`src/rtl/StorePkg.sv`:
```
`default_nettype none

package StorePkg;

    typedef logic [31:0] Word;
    typedef logic [6:0] SqN;
    typedef logic [6:0] Tag;
    typedef logic [4:0] RegNm;
    typedef logic [3:0] ByteMask;
    typedef logic [1:0] ModeFlags;

    localparam int SQ_DEPTH = 4;
    localparam int SQ_PTR_W = $clog2(SQ_DEPTH);
    localparam int SQ_CNT_W = $clog2(SQ_DEPTH + 1);

    // result tag for a store-conditional whose value was already written at rename
    localparam Tag TAG_DISCARD = 7'h40;

    localparam int MODE_NO_CREGS_WR = 0;
    localparam int MODE_WMASK = 1;

    typedef logic [SQ_PTR_W-1:0] SqPtr;
    typedef logic [SQ_CNT_W-1:0] SqCnt;

    // opcodes from SB_I onward take srcA as the address
    typedef enum logic [4:0] {
        SB,
        SH,
        SW,
        SB_I,
        SH_I,
        SW_I,
        SC_W,
        CBO_CLEAN,
        CBO_INVAL,
        CBO_FLUSH,
        AMOSWAP,
        AMOADD,
        AMOXOR,
        AMOAND,
        AMOOR,
        AMOMIN,
        AMOMAX,
        AMOMINU,
        AMOMAXU
    } LsuOp;

    typedef enum logic [1:0] {
        NONE,
        ACCESS_FAULT,
        ORDERING
    } ResFlags;

    typedef struct packed {
        logic valid;
        LsuOp opcode;
        Word srcA;
        Word srcB;
        Word srcC;
        logic [11:0] imm;
        Word pc;
        Tag tagDst;
        RegNm nmDst;
        SqN sqN;
    } StoreUop;

    typedef struct packed {
        logic taken;
        SqN sqN;
    } BranchProv;

    typedef struct packed {
        logic valid;
        Word addr;
        Word data;
        ByteMask wmask;
        logic exception;
        Word pc;
        SqN sqN;
    } AguOp;

    typedef struct packed {
        logic valid;
        Tag tagDst;
        RegNm nmDst;
        SqN sqN;
        Word pc;
        ResFlags flags;
        Word result;
    } ResUop;

    typedef struct packed {
        logic valid;
        Word addr;
        Word data;
        ByteMask wmask;
        logic [1:0] cboOp;
    } MemWrite;

    // sequence numbers wrap, so age comes from the signed difference
    function automatic logic isYounger(SqN a, SqN b);
        return $signed(a - b) > 0;
    endfunction

endpackage

`default_nettype wire

```
`src/rtl/StoreAgu.sv`:
```
`timescale 1ns/1ps
`default_nettype none

module StoreAgu (
    input logic clk,
    input logic rst,
    input logic stall,
    input StorePkg::ModeFlags mode,
    input logic [63:0] regionMask,
    input StorePkg::BranchProv branch,
    input StorePkg::StoreUop uop,
    output StorePkg::AguOp aguOp,
    output StorePkg::ResUop resUop
);

    StorePkg::Word addrSum;
    StorePkg::Word addr;
    logic fault;
    StorePkg::Word genData;
    StorePkg::ByteMask genMask;
    StorePkg::ResFlags genFlags;
    logic accept;
    logic dropHeld;

    assign addrSum = uop.srcA + {{20{uop.imm[11]}}, uop.imm};
    assign addr = (uop.opcode >= StorePkg::SB_I) ? uop.srcA : addrSum;

    assign accept = uop.valid && !stall &&
        !(branch.taken && StorePkg::isYounger(uop.sqN, branch.sqN));
    assign dropHeld = aguOp.valid && branch.taken &&
        StorePkg::isYounger(aguOp.sqN, branch.sqN);

    always_comb begin
        case (uop.opcode)
            StorePkg::SB, StorePkg::SB_I: fault = (addr == '0);
            StorePkg::SH, StorePkg::SH_I: fault = (addr == '0) || addr[0];
            default: fault = (addr == '0) || (addr[1:0] != 2'b00);
        endcase
        // control register page
        if (addr[31:24] == 8'hFF && mode[StorePkg::MODE_NO_CREGS_WR]) begin
            fault = 1'b1;
        end
        // 64 MiB regions
        if (!regionMask[addr[31:26]] && mode[StorePkg::MODE_WMASK]) begin
            fault = 1'b1;
        end
    end

    always_comb begin
        genData = uop.srcB;
        genMask = 4'b1111;
        genFlags = StorePkg::NONE;
        case (uop.opcode)
            StorePkg::SB, StorePkg::SB_I: begin
                genData = uop.srcB << {addr[1:0], 3'b000};
                genMask = 4'b0001 << addr[1:0];
            end
            StorePkg::SH, StorePkg::SH_I: begin
                genData = addr[1] ? (uop.srcB << 16) : uop.srcB;
                genMask = addr[1] ? 4'b1100 : 4'b0011;
            end
            StorePkg::CBO_CLEAN: begin
                genData = 32'd0;
                genMask = 4'b0000;
            end
            StorePkg::CBO_INVAL: begin
                genData = 32'd1;
                genMask = 4'b0000;
                genFlags = StorePkg::ORDERING;
            end
            StorePkg::CBO_FLUSH: begin
                genData = 32'd2;
                genMask = 4'b0000;
                genFlags = StorePkg::ORDERING;
            end
            StorePkg::AMOADD: genData = uop.srcB + uop.srcC;
            StorePkg::AMOXOR: genData = uop.srcB ^ uop.srcC;
            StorePkg::AMOAND: genData = uop.srcB & uop.srcC;
            StorePkg::AMOOR: genData = uop.srcB | uop.srcC;
            StorePkg::AMOMIN: begin
                genData = ($signed(uop.srcB) < $signed(uop.srcC)) ? uop.srcB : uop.srcC;
            end
            StorePkg::AMOMAX: begin
                genData = ($signed(uop.srcB) < $signed(uop.srcC)) ? uop.srcC : uop.srcB;
            end
            StorePkg::AMOMINU: genData = (uop.srcB < uop.srcC) ? uop.srcB : uop.srcC;
            StorePkg::AMOMAXU: genData = (uop.srcB < uop.srcC) ? uop.srcC : uop.srcB;
            // word, SC and swap keep srcB with the full mask
            default: ;
        endcase
        if (fault) begin
            genFlags = StorePkg::ACCESS_FAULT;
        end
    end

    always_ff @(posedge clk) begin
        if (rst) begin
            aguOp.valid <= 1'b0;
            resUop.valid <= 1'b0;
        end else begin
            resUop.valid <= accept;
            if (accept) begin
                aguOp.valid <= 1'b1;
                aguOp.addr <= addr;
                aguOp.data <= genData;
                aguOp.wmask <= genMask;
                aguOp.exception <= fault;
                aguOp.pc <= uop.pc;
                aguOp.sqN <= uop.sqN;

                resUop.tagDst <= (uop.opcode == StorePkg::SC_W) ?
                    StorePkg::TAG_DISCARD : uop.tagDst;
                resUop.nmDst <= (uop.opcode == StorePkg::SC_W) ? 5'd0 : uop.nmDst;
                resUop.sqN <= uop.sqN;
                resUop.pc <= uop.pc;
                resUop.flags <= genFlags;
                resUop.result <= addrSum;
            end else if (!stall || dropHeld) begin
                aguOp.valid <= 1'b0;
            end
        end
    end

    // each op reports once even while it is held
    assert property (@(posedge clk) disable iff (rst)
        resUop.valid |=> !resUop.valid || resUop.sqN != $past(resUop.sqN));

    // held op waits for the queue unless a branch kills it
    assert property (@(posedge clk) disable iff (rst) stall && !dropHeld |=> $stable(aguOp));

endmodule

`default_nettype wire

```
`src/rtl/StoreQueue.sv`:
```
`timescale 1ns/1ps
`default_nettype none

module StoreQueue (
    input logic clk,
    input logic rst,
    input StorePkg::AguOp aguOp,
    input StorePkg::BranchProv branch,
    input logic commit,
    output logic full,
    output StorePkg::MemWrite memWrite
);

    StorePkg::AguOp entries [StorePkg::SQ_DEPTH];
    logic [StorePkg::SQ_DEPTH-1:0] entryValid;
    logic [StorePkg::SQ_DEPTH-1:0] nextValid;
    logic [StorePkg::SQ_DEPTH-1:0] younger;
    StorePkg::SqPtr head;
    StorePkg::SqPtr tail;
    StorePkg::SqPtr wrPtr;
    StorePkg::SqCnt count;
    StorePkg::SqCnt keepCnt;
    logic push;
    logic pop;

    assign full = (count == StorePkg::SqCnt'(StorePkg::SQ_DEPTH));

    always_comb begin
        for (int i = 0; i < StorePkg::SQ_DEPTH; i++) begin
            younger[i] = branch.taken && entryValid[i] &&
                StorePkg::isYounger(entries[i].sqN, branch.sqN);
        end
    end

    // entries are in age order, so everything from the first younger one is flushed
    always_comb begin
        StorePkg::SqPtr idx;
        logic found;
        keepCnt = count;
        found = 1'b0;
        for (int i = 0; i < StorePkg::SQ_DEPTH; i++) begin
            idx = head + StorePkg::SqPtr'(i);
            if (!found && StorePkg::SqCnt'(i) < count && younger[idx]) begin
                keepCnt = StorePkg::SqCnt'(i);
                found = 1'b1;
            end
        end
    end

    assign wrPtr = branch.taken ? head + StorePkg::SqPtr'(keepCnt) : tail;
    assign push = aguOp.valid && !full &&
        !(branch.taken && StorePkg::isYounger(aguOp.sqN, branch.sqN));
    assign pop = commit && (keepCnt != '0);

    always_comb begin
        nextValid = entryValid & ~younger;
        if (pop) begin
            nextValid[head] = 1'b0;
        end
        if (push) begin
            nextValid[wrPtr] = 1'b1;
        end
    end

    always_ff @(posedge clk) begin
        if (push) begin
            entries[wrPtr] <= aguOp;
        end
    end

    always_ff @(posedge clk) begin
        if (rst) begin
            head <= '0;
            tail <= '0;
            count <= '0;
            entryValid <= '0;
            memWrite.valid <= 1'b0;
        end else begin
            head <= head + StorePkg::SqPtr'(pop);
            tail <= wrPtr + StorePkg::SqPtr'(push);
            count <= keepCnt + StorePkg::SqCnt'(push) - StorePkg::SqCnt'(pop);
            entryValid <= nextValid;
            // faulting stores retire silently
            memWrite.valid <= pop && !entries[head].exception;
            if (pop) begin
                memWrite.addr <= entries[head].addr;
                memWrite.data <= entries[head].data;
                memWrite.wmask <= entries[head].wmask;
                memWrite.cboOp <= (entries[head].wmask == '0) ? entries[head].data[1:0] : 2'b00;
            end
        end
    end

    assert property (@(posedge clk) disable iff (rst) count <= StorePkg::SQ_DEPTH);

    // commit always refers to a store already sitting in the queue
    assert property (@(posedge clk) disable iff (rst) commit |-> count != '0);

endmodule

`default_nettype wire

```
`src/rtl/StoreUnit.sv`:
```
`timescale 1ns/1ps
`default_nettype none

module StoreUnit (
    input logic clk,
    input logic rst,
    input StorePkg::ModeFlags mode,
    input logic [63:0] regionMask,
    input StorePkg::BranchProv branch,
    input StorePkg::StoreUop uop,
    input logic commit,
    output StorePkg::ResUop resUop,
    output StorePkg::MemWrite memWrite,
    output logic stall
);

    StorePkg::AguOp aguOp;

    StoreAgu agu (
        .clk(clk),
        .rst(rst),
        .stall(stall),
        .mode(mode),
        .regionMask(regionMask),
        .branch(branch),
        .uop(uop),
        .aguOp(aguOp),
        .resUop(resUop)
    );

    // full queue holds the AGU and the issuer
    StoreQueue queue (
        .clk(clk),
        .rst(rst),
        .aguOp(aguOp),
        .branch(branch),
        .commit(commit),
        .full(stall),
        .memWrite(memWrite)
    );

endmodule

`default_nettype wire

```
`config.mk`:
```
export PLATFORM = sky130hd
export DESIGN_NAME = StoreUnit
export DESIGN_NICKNAME = d
export VERILOG_FILES = /design/src/rtl/StorePkg.sv /design/src/rtl/StoreAgu.sv /design/src/rtl/StoreQueue.sv /design/src/rtl/StoreUnit.sv
export SDC_FILE = /design/constraint.sdc
export NUM_CORES = 1
export LEC_CHECK = 0
export ABC_AREA = 1
export BUFFER_PORTS_ARGS = -buffer_cell sky130_fd_sc_hd__buf_4
export CAP_MARGIN = 20
export CORE_ASPECT_RATIO = 1.2
export CORE_UTILIZATION = 45
export DETAILED_ROUTE_END_ITERATION = 6
export GPL_ROUTABILITY_DRIVEN = 0
export HOLD_SLACK_MARGIN = 0.06
export PLACE_DENSITY = 0.67
export SLEW_MARGIN = 20
export SYNTH_ARGS = -nofsm -noshare
export SYNTH_HDL_FRONTEND = slang
export SYNTH_HIERARCHICAL = 1
export SYNTH_SLANG_ARGS = --single-unit
```
`constraint.sdc`:
```
create_clock -name clk -period 11.26 [get_ports clk]
set_clock_uncertainty 0.05 [all_clocks]
set_input_delay 2.252 -clock clk [delete_from_list [all_inputs] [get_ports clk]]
set_output_delay 2.252 -clock clk [all_outputs]
set_load 0.05 [all_outputs]
```
Yosys cells after proc, flatten, opt, wreduce, memory -nomap -nowiden. Memories as Yosys holds them, arrays and structs flattened. A register that Yosys moved wholly into a read port is not among the register bits. Cells that the tools add are included.

Register bits: 238. Latch bits: 0. RAM bits: 436. ROM bits: 0. Bits of input ports: 242. Output and inout bits: 158. Word-level logic and storage cells: 181. Memories: 1.

Add/sub/neg operators: 16. Multipliers: 0. Div/mod/pow operators: 0. $lt $le $gt $ge: 21. Eq/ne operators: 17. Shift-type cells: 2. Mux-type cells: 42. Bitwise operators: 9. Reduce and logical (&&, ||, !) cells: 52.

Memories: queue.entries (depth 4, width 109, rd ports 5, clocked after memory_dff 1, write ports 1, line StoreQueue.sv:14) `StorePkg::AguOp entries [StorePkg::SQ_DEPTH];`.

Operators by type and width (number): $pmux 32 s13 (1); $mux 32 (6); $add 32x32->32 (2); $lt 32x32->1 (2); $gt 7x1->1 const B (6); $sub 7x7->7 (6); $eq 5x4->1 const B (7); $and 32x32->32 (1); $logic_not 32->1 (1); $or 32x32->32 (1); $shl 32x5->32 (1); $xor 32x32->32 (1); $logic_and 1x1->1 (29); $mux 1 (16); $eq 5x3->1 const B (3); $eq 5x5->1 const B (3); $lt 2x3->1 const B (5); $mux 3 (4); $mux 4 (3); $pmux 4 s3 (1); $and 4x4->4 (2); $bmux 1 s2 (4); $eq 8x8->1 const B (1); $logic_not 1->1 (8); 30 further kinds (45).

Longest topological paths before layout. Gate-level depths: netlist of the first run.

Depth after elaboration: 27. Mapped depth: 29. Gate-level depth less buffers: 29.

By module. The synthesis of the first run kept the hierarchy.

Modules (own cells, without submodules): StoreQueue (times used 1, cells each 1200, area an instance 15637.5 um^2, sequential area each 11471.0 um^2); StoreAgu (times used 1, cells each 2151, area an instance 15464.8 um^2, sequential area each 4664.5 um^2).

Worst setup path before layout of the first run. Ideal clock, no wire load.

Kind: in2reg. Start: input uop[0] (netlist name). End: register agu/aguOp[100] (netlist name). Setup time: 0.670 ns. Data arrival time: 10.093 ns. Required time: 10.540 ns. Path slack: 0.446 ns. Cell stages on the path: 12. Buffers on the path: 0. Cell sequence: inv_1 > ha_1 > fa_1 > o21ai_0 > nand2_1 > nand2_1 > a21oi_1 > xor2_1 > inv_1 > o311ai_0 > nand3b_1 > nor2_1.

Longest elaborated chain between the ends: 6.

RTL lines: start, declared (line StoreUnit.sv:10) `input StorePkg::StoreUop uop,`; $sub 7x7->7 (line StorePkg.sv:102) `return $signed(a - b) > 0;`; $gt 7x1->1 (line StorePkg.sv:102); $logic_and 1x1->1 (line StoreAgu.sv:29) `!(branch.taken && StorePkg::isYounger(uop.sqN, branch.sqN));`; $logic_not 1->1 (line StoreAgu.sv:29); $logic_and 1x1->1 (line StoreAgu.sv:28) `assign accept = uop.valid && !stall &&`; $reduce_and 2->1 (no source line).

Every way passes these cells. A chain may end at the register's enable or synchronous reset.

Worst setup path after layout of the first run.
Start: input branch[1] (netlist name). End: memory queue/entries[3][106] (netlist name), enable pin.

Longest elaborated chain between the ends: 21. Elaborated cells between the ends (all ways): 46. Those cells by class: add/sub (6); order compare (5); mux (18); reduce/logical (17).

RTL lines: start, declared (line StoreUnit.sv:9) `input StorePkg::BranchProv branch,`; $sub 7x7->7 (line StorePkg.sv:102); $gt 7x1->1 (line StorePkg.sv:102); $logic_and 1x1->1 (line StoreQueue.sv:30) `younger[i] = branch.taken && entryValid[i] &&`; $bmux 1 s2 (line StoreQueue.sv:43) `if (!found && StorePkg::SqCnt'(i) < count && younger[idx]) begin`; $mux 1 (not written as such) (line StoreQueue.sv:43); $logic_and 1x1->1 (line StoreQueue.sv:43); $mux 1 (line StoreQueue.sv:43); $logic_not 1->1 (line StoreQueue.sv:43); [3 not listed]; $logic_not 1->1 (line StoreQueue.sv:43); $logic_and 1x1->1 (2 in a row) (line StoreQueue.sv:43); $mux 1 (line StoreQueue.sv:43); $logic_not 1->1 (line StoreQueue.sv:43); $logic_and 1x1->1 (2 in a row) (line StoreQueue.sv:43); $mux 3 (line StoreQueue.sv:43); $add 2x2->2 (line StoreQueue.sv:50) `assign wrPtr = branch.taken ? head + StorePkg::SqPtr'(keepCnt) : tail;`; $mux 2 (line StoreQueue.sv:50); end, declared (line StoreQueue.sv:14).

Several ways; a longest one is shown, not always the timed one. The select of a mux whose other input is x is not followed.

==> flow_summary.yaml, run 1 <==
run_status:
  violations_in_the_final_reports: "DRC"
  status: "finished, violations left"
setup_path:
  timing.critical_path.slowest_cell_delay_ns: 0.65
  cp_data_arrival_time_ns: 6.52
  cp_data_required_time_ns: 11.44
  crit_path_top_delay_cell: "sky130_fd_sc_hd__buf_4"
  crit_type: "input port to register"
  cp_cell_sequence: "buf_4 -> inv_1 -> fa_1 -> inv_1 -> nand2_1 -> nor2_1 -> nand3_1 -> nor2_1 -> nand2_1 -> nand3_1 -> nand3_1 -> nand3_2 -> nand2_2 -> nor2_4 -> nand2_4 -> nand2_1 -> ha_1 -> xor2_1 -> nand3_1 -> nand3_1 -> nand3_1 -> clkinv_2 -> buf_4"
  crit_path_start_kind: "input port"
  setup.worst_path.end_class: "register"
  worst_path_most_repeated_cell: "sky130_fd_sc_hd__nand3_1"
  worst_path_max_fanout: 43
die:
  die-height_um: 290
  ios: 400
  floorplan.initialDensity_pct: 45.5
  core_area_um2: 68300
  die-area_um2: 70200
  rows: 105
  dieWidth_um: 242
clocking:
  tritoncts: "yes"
  htree_levels: 2
  ctsLongestPathBuffers: 3
  cts.clk_slew.worst_paths_ns: 0.06
  post-cts-setup-buffer-count: 0
  cts-resized-gates: 0
  cts_sinks: 542
  cts_made_buffers: 54
  cts_hold_repair.buffers: 0
  cts-root-buf: "sky130_fd_sc_hd__clkbuf_16"
  clock_latency_ns: 0.60
drt:
  route.antenna.remaining_nets: 0
  drt_pass1_iterations: 7
  detail_route.wirelength_um: 89000
  route.vias.total: 25300
  initialDrtViolationCount: 2492
  viasPerCell: 5.46
  post_dr_wirelength_cell_um: 19.2
  route.detailed.drc: 8
power_and_ir_drop:
  static_leakage_nw: 15.3
  max-vdd-ir-drop_v: 0.000138
  power.density_nw_per_um2: 173
cells_and_area:
  final_cells: 4632
  final_net_count: 4108
  layout-drive-gt1-share_pct: 17.5
  layout.cells.most_common_list: "sky130_fd_sc_hd__nand2_1, sky130_fd_sc_hd__edfxtp_1, sky130_fd_sc_hd__nor2_1"
  area_growth_pct: 17.3
  layout_commonest_cell: "sky130_fd_sc_hd__nand2_1"
  finish.utilization_pct: 53.4
timing:
  timing_hold_violations_final: 0
  fin_tns_setup_ns: 0
  max_slew_headroom_pct: 22.6
  transition_time_at_the_pin_with_the_least_slew_margin_ns: 1.16
  fmax_mhz: 158
  setup_viol: 0
  period_minus_ws_final_ns: 6.35
  finalMaxSlewViolations: 0
  period_share_pct: 56.4
  unrepaired_setup_endpoints_after_global_routing: "no"
grt:
  grt_util_all_layers_pct: 24.5
  via_count_of_the_first_global_routing_pass: 23600
  grt_pass1_wl_um: 135000
  antenna_violations_before_repair: 3
  grt_max_degree: 92
  globalRoute.totalOverflow: 0
synthesis:
  syn_inst: 3351
  ys_seq_elements: 542
  async_s_r_ff_share_synth_pct: 0
  syn_nets: 3781
  netlist_area_um2: 31100
  synth_area_leader_cell: "sky130_fd_sc_hd__edfxtp_1"
  synth_top_area_cells: "sky130_fd_sc_hd__edfxtp_1, sky130_fd_sc_hd__nand2_1, sky130_fd_sc_hd__ha_1"
  share_of_yosys_cell_area_claimed_by_the_top_area_cell_type_pct: 51.0
  synth_area_per_cell_um2: 9.28
  synth_edf_count: 528
  synthesis.yosys.warnings: 6
  post_synth_num_cell_types: 69
  synth.yosys.seq_area_share_pct: 51.9
  ys_dominant_reg_cell: "sky130_fd_sc_hd__edfxtp_1"
run:
  max-cap-violations: 0
worst_hold_path:
  min-delay-path-class: "register to register"
place:
  port_buffers: 399
  dp.final_hpwl_um: 65200
  place_inst: 4531
[synth_stat cells (12+ instances only)]
library cell / n
sky130_fd_sc_hd__nand2_1: 644
sky130_fd_sc_hd__edfxtp_1: 528
sky130_fd_sc_hd__nor2_1: 433
sky130_fd_sc_hd__inv_1: 337
sky130_fd_sc_hd__o21ai_0: 236
sky130_fd_sc_hd__ha_1: 178
sky130_fd_sc_hd__nand3_1: 176
sky130_fd_sc_hd__a21oi_1: 164
sky130_fd_sc_hd__o22ai_1: 77
sky130_fd_sc_hd__clkbuf_1: 60
sky130_fd_sc_hd__buf_4: 45
sky130_fd_sc_hd__nand4_1: 30
sky130_fd_sc_hd__xor2_1: 30
sky130_fd_sc_hd__o211ai_1: 29
sky130_fd_sc_hd__nand2_2: 27
sky130_fd_sc_hd__buf_2: 26
sky130_fd_sc_hd__nor3_1: 26
sky130_fd_sc_hd__o21ai_1: 22
sky130_fd_sc_hd__inv_2: 21
sky130_fd_sc_hd__a221oi_1: 16
sky130_fd_sc_hd__nand3_2: 16
sky130_fd_sc_hd__nor2_2: 15
sky130_fd_sc_hd__dfxtp_1: 14
sky130_fd_sc_hd__o2111ai_1: 14
sky130_fd_sc_hd__or2_2: 13
sky130_fd_sc_hd__xnor2_1: 13
sky130_fd_sc_hd__nor4_1: 12
[flip-flops by register name (all words and copies together), names as in the netlist]
name / cells
queue/entries: 304
agu/resUop: 86
queue/memWrite: 71
agu/aguOp: 70
queue/entryValid: 4
queue/count: 3
queue/head: 2
queue/tail: 2
[final timing paths]
path / startpoint / end / slack [ns] / cells past startpoint
hold / removal: agu/aguOp[108] / agu/aguOp[108] / 0.44 / 2
hold reg to reg: agu/aguOp[108] / agu/aguOp[108] / 0.44 / 2
setup / recovery: branch[1] / queue/entries[3][106] / 4.91 / 23
setup reg to reg: queue/head[0] / queue/entries[3][106] / 6.33 / 16
[where the power goes]
| part | internal [W] | switching (W) |
|---|---|---|
| clock network | 0.00113 | 0.000770 |
| logic | 0.000513 | 0.00126 |
| registers | 0.00253 | 0.000112 |
| total | 0.00417 | 0.00214 |
[worst max-delay path: cells and delay by family]
kind | cells | cell delay (ns)
xor+xnor | 1 | 0.27
fa+ha+maj | 2 | 0.63
simple gates | 15 | 1.56
buf+inv | 5 | 1.74
[cell type report]
class	instances	area, µm²
fill	6253	31800
sequential	542	16100
multi-input combinational	2299	12800
timing repair buffer	415	3120
clock buffer	61	1400
inverter	366	1390
tap	909	1140
clock inverter	37	484
antenna	3	7.51
[layer usage]
layer  GRT usage, %  share of wire (%)  up-vias  wire, µm
met5              0                  0        -         0
met4           11.0                4.8        0      4300
met2           40.4                 47     1066     41800
met1           32.3                 41    11800     36800
li1               -                  -    12200         -
met3           3.21                6.8      227      6060
[per-stage QoR]
stage	instance area, µm²	hold slack (ns)	total power (W)	setup slack (ns)
floorplan	31100	0.405	0.00387	0.446
global placement	34600	0.428	0.00444	4.38
detailed placement	34600	0.429	0.00446	4.30
CTS	36500	0.440	0.00636	4.92
global route	36500	0.459	0.00659	4.51
finish	36500	0.439	0.00631	4.91
[cell families (layout without fill, tap and decap cells)]
| group | Yosys count | in the layout | share of synthesized area (%) |
|---|---|---|---|
| flops | 542 | 542 | 51.9 |
| fa+ha+maj | 188 | 188 | 7.80 |
| xor+xnor | 43 | 43 | 1.21 |
| compound gates | 641 | 641 | 12.2 |
| simple gates | 1426 | 1426 | 19.8 |
| mux | 1 | 1 | 0.0322 |
| buf+inv | 510 | 879 | 7.07 |
| other cells | 0 | 3 | 0 |
No activity file was read; power rests on OpenSTA's default activity.
==> inputs of run 2 (changes only) <==
--- a/config.mk
+++ b/config.mk
@@ -13,7 +13,6 @@
 export DETAILED_ROUTE_END_ITERATION = 6
 export GPL_ROUTABILITY_DRIVEN = 0
 export HOLD_SLACK_MARGIN = 0.06
-export PLACE_DENSITY = 0.67
 export SLEW_MARGIN = 20
 export SYNTH_ARGS = -nofsm -noshare
 export SYNTH_HDL_FRONTEND = slang
==> constraint.sdc (replaced) <==
create_clock -name clk -period 6.53 [get_ports clk]
set_clock_uncertainty 0.05 [all_clocks]
set_input_delay 1.306 -clock clk [delete_from_list [all_inputs] [get_ports clk]]
set_output_delay 1.306 -clock clk [all_outputs]
set_load 0.05 [all_outputs]
==> run 2 against run 1 <==
- the run now ends clean
- sequential cell count stayed put
- worst hold slack better by 0.0036 ns
- first-iteration DRC count is 12% lower
- die area stayed put
- combinational power is 76% higher
- global-route usage is 1.3 points higher
- sequential power is 70% higher
- core utilization hardly changed
==> flow_summary.yaml, run 2 (synthesized netlist as in run 1, its figures left out) <==
setup_path:
  crit_path_start_kind: "input port"
  worst_path_max_fanout: 66
  cp_cell_sequence: "buf_4 -> inv_1 -> fa_1 -> inv_1 -> nand2_1 -> nor2_1 -> nand3_1 -> nor2_1 -> nand2_1 -> nand3_1 -> nand3_1 -> nand3_2 -> nand2_2 -> nor2_4 -> nand2_4 -> nand2_1 -> ha_1 -> xor2_1 -> nand3_1 -> nand3_1 -> nand3_1 -> clkinv_2 -> buf_12"
  timing.critical_path.slowest_cell_delay_ns: 0.48
  crit_type: "input port to register"
  cp_top_family: "simple AND/OR/NAND/NOR gates"
  setup.worst_path.end_class: "register"
  cp_data_required_time_ns: 6.73
  crit_path_top_delay_cell: "sky130_fd_sc_hd__fa_1"
  worst_path_most_repeated_cell: "sky130_fd_sc_hd__nand3_1"
  setup.reg_to_reg.worst_slack_ns: 2.28
  cp_data_arrival_time_ns: 5.06
  cp.buffers_inverters: 5
grt:
  grt_max_degree: 155
  via_count_of_the_first_global_routing_pass: 23800
  grt_util_all_layers_pct: 25.8
  globalRoute.totalOverflow: 0
  antenna_violations_before_repair: 1
  grt_pass1_wl_um: 140000
drt:
  post_dr_wirelength_cell_um: 20.0
  route.detailed.drc: 0
  initialDrtViolationCount: 2205
  viasPerCell: 5.43
  detail_route.wirelength_um: 92800
  route.antenna.remaining_nets: 0
  route.vias.total: 25200
  drt_pass1_iterations: 6
die:
  ios: 400
  core_area_um2: 68300
  rows: 105
  die-height_um: 290
  floorplan.initialDensity_pct: 45.5
  die-area_um2: 70200
  dieWidth_um: 242
cells_and_area:
  area_growth_pct: 17.3
  layout.cells.most_common_list: "sky130_fd_sc_hd__nand2_1, sky130_fd_sc_hd__edfxtp_1, sky130_fd_sc_hd__nor2_1"
  largest_register_ffs: 304
  antenna_cells_inserted: 0
  layout-drive-gt1-share_pct: 17.5
  n_fill_cell: 6251
  layout_commonest_cell: "sky130_fd_sc_hd__nand2_1"
  largest_register: "queue/entries"
  final_net_count: 4115
  layout_top_registers: "queue/entries (304), agu/resUop (86), queue/memWrite (71)"
clocking:
  htree_levels: 2
  cts-resized-gates: 0
  cts_sinks: 542
  cts-root-buf: "sky130_fd_sc_hd__clkbuf_16"
  tritoncts: "yes"
  ctsLongestPathBuffers: 3
  post-cts-setup-buffer-count: 0
  cts_hold_repair.buffers: 0
  clock_latency_ns: 0.61
  cts.clk_slew.worst_paths_ns: 0.06
  cts_made_buffers: 55
power_and_ir_drop:
  power_w: 0.0108
  power.density_nw_per_um2: 296
  max-vdd-ir-drop_v: 0.000212
  static_leakage_nw: 15.3
timing:
  finalMaxSlewViolations: 0
  timing_hold_violations_final: 0
  unrepaired_setup_endpoints_after_global_routing: "no"
  fmax_mhz: 206
  setup_viol: 0
  transition_time_at_the_pin_with_the_least_slew_margin_ns: 1.17
  fin_tns_setup_ns: 0
  max_slew_headroom_pct: 21.9
  hold_slack_final_ns: 0.443
  period_minus_ws_final_ns: 4.86
  postLayoutSetupSlackWorst_ns: 1.67
  period_share_pct: 74.4
run_status:
  status: "finished, final reports clean"
place:
  port_buffers: 399
  dpl_worst_slack_ns: 1.06
  dp.final_hpwl_um: 67400
worst_hold_path:
  min-delay-path-class: "register to register"
run:
  max-cap-violations: 0
run 2: cell type report:
type                       count  area, µm²  area share [%]
clock inverter                32        385            1.06
clock buffer                  63       1410            3.86
sequential                   542      16100            44.3
multi-input combinational   2299      12800            35.1
timing repair buffer         421       3210            8.80
tap                          909       1140            3.12
inverter                     366       1390            3.81
run 2: per-stage QoR:
step | utilization [%] | area, µm² | instances
3_3_place_gp | 50.8 | 34700 | 4537
4_1_cts | 53.4 | 36500 | 4632
3_5_place_dp | 50.8 | 34700 | 4537
5_1_grt | 53.4 | 36500 | 4632
2_1_floorplan | - | 31100 | 3351
6_report | 53.4 | 36500 | 4632
run 2: routing by layer:
layer,track usage (%),part of all wire (%),vias up
li1,-,-,12200
met1,34.4,42,11700
met2,42.4,47,1055
met3,3.71,6.7,208
met4,10.3,4.1,0
met5,0,0,-
run 2: path summary, 6_finish.rpt:
| path | to | cells after the start | from |
|---|---|---|---|
| setup reg to reg | queue/entries[3][94] | 23 | queue/entries[2][0] |
| hold / removal | agu/aguOp[108] | 2 | agu/aguOp[108] |
| setup / recovery | queue/entries[3][94] | 23 | branch[1] |
| hold reg to reg | agu/aguOp[108] | 2 | agu/aguOp[108] |
run 2: tightest hold or removal path, cell delays in order, from the launching register on:
cell                      delay [ns]
sky130_fd_sc_hd__dfxtp_1        0.31
sky130_fd_sc_hd__nand3_1        0.07
sky130_fd_sc_hd__a21oi_1        0.06
run 2: power breakdown:
part           internal [W]  switching [W]  leakage (nW)
Clock               0.00182        0.00133         0.857
Sequential          0.00435       0.000150          4.92
Combinational      0.000900        0.00224          9.53
Total               0.00707        0.00372          15.3
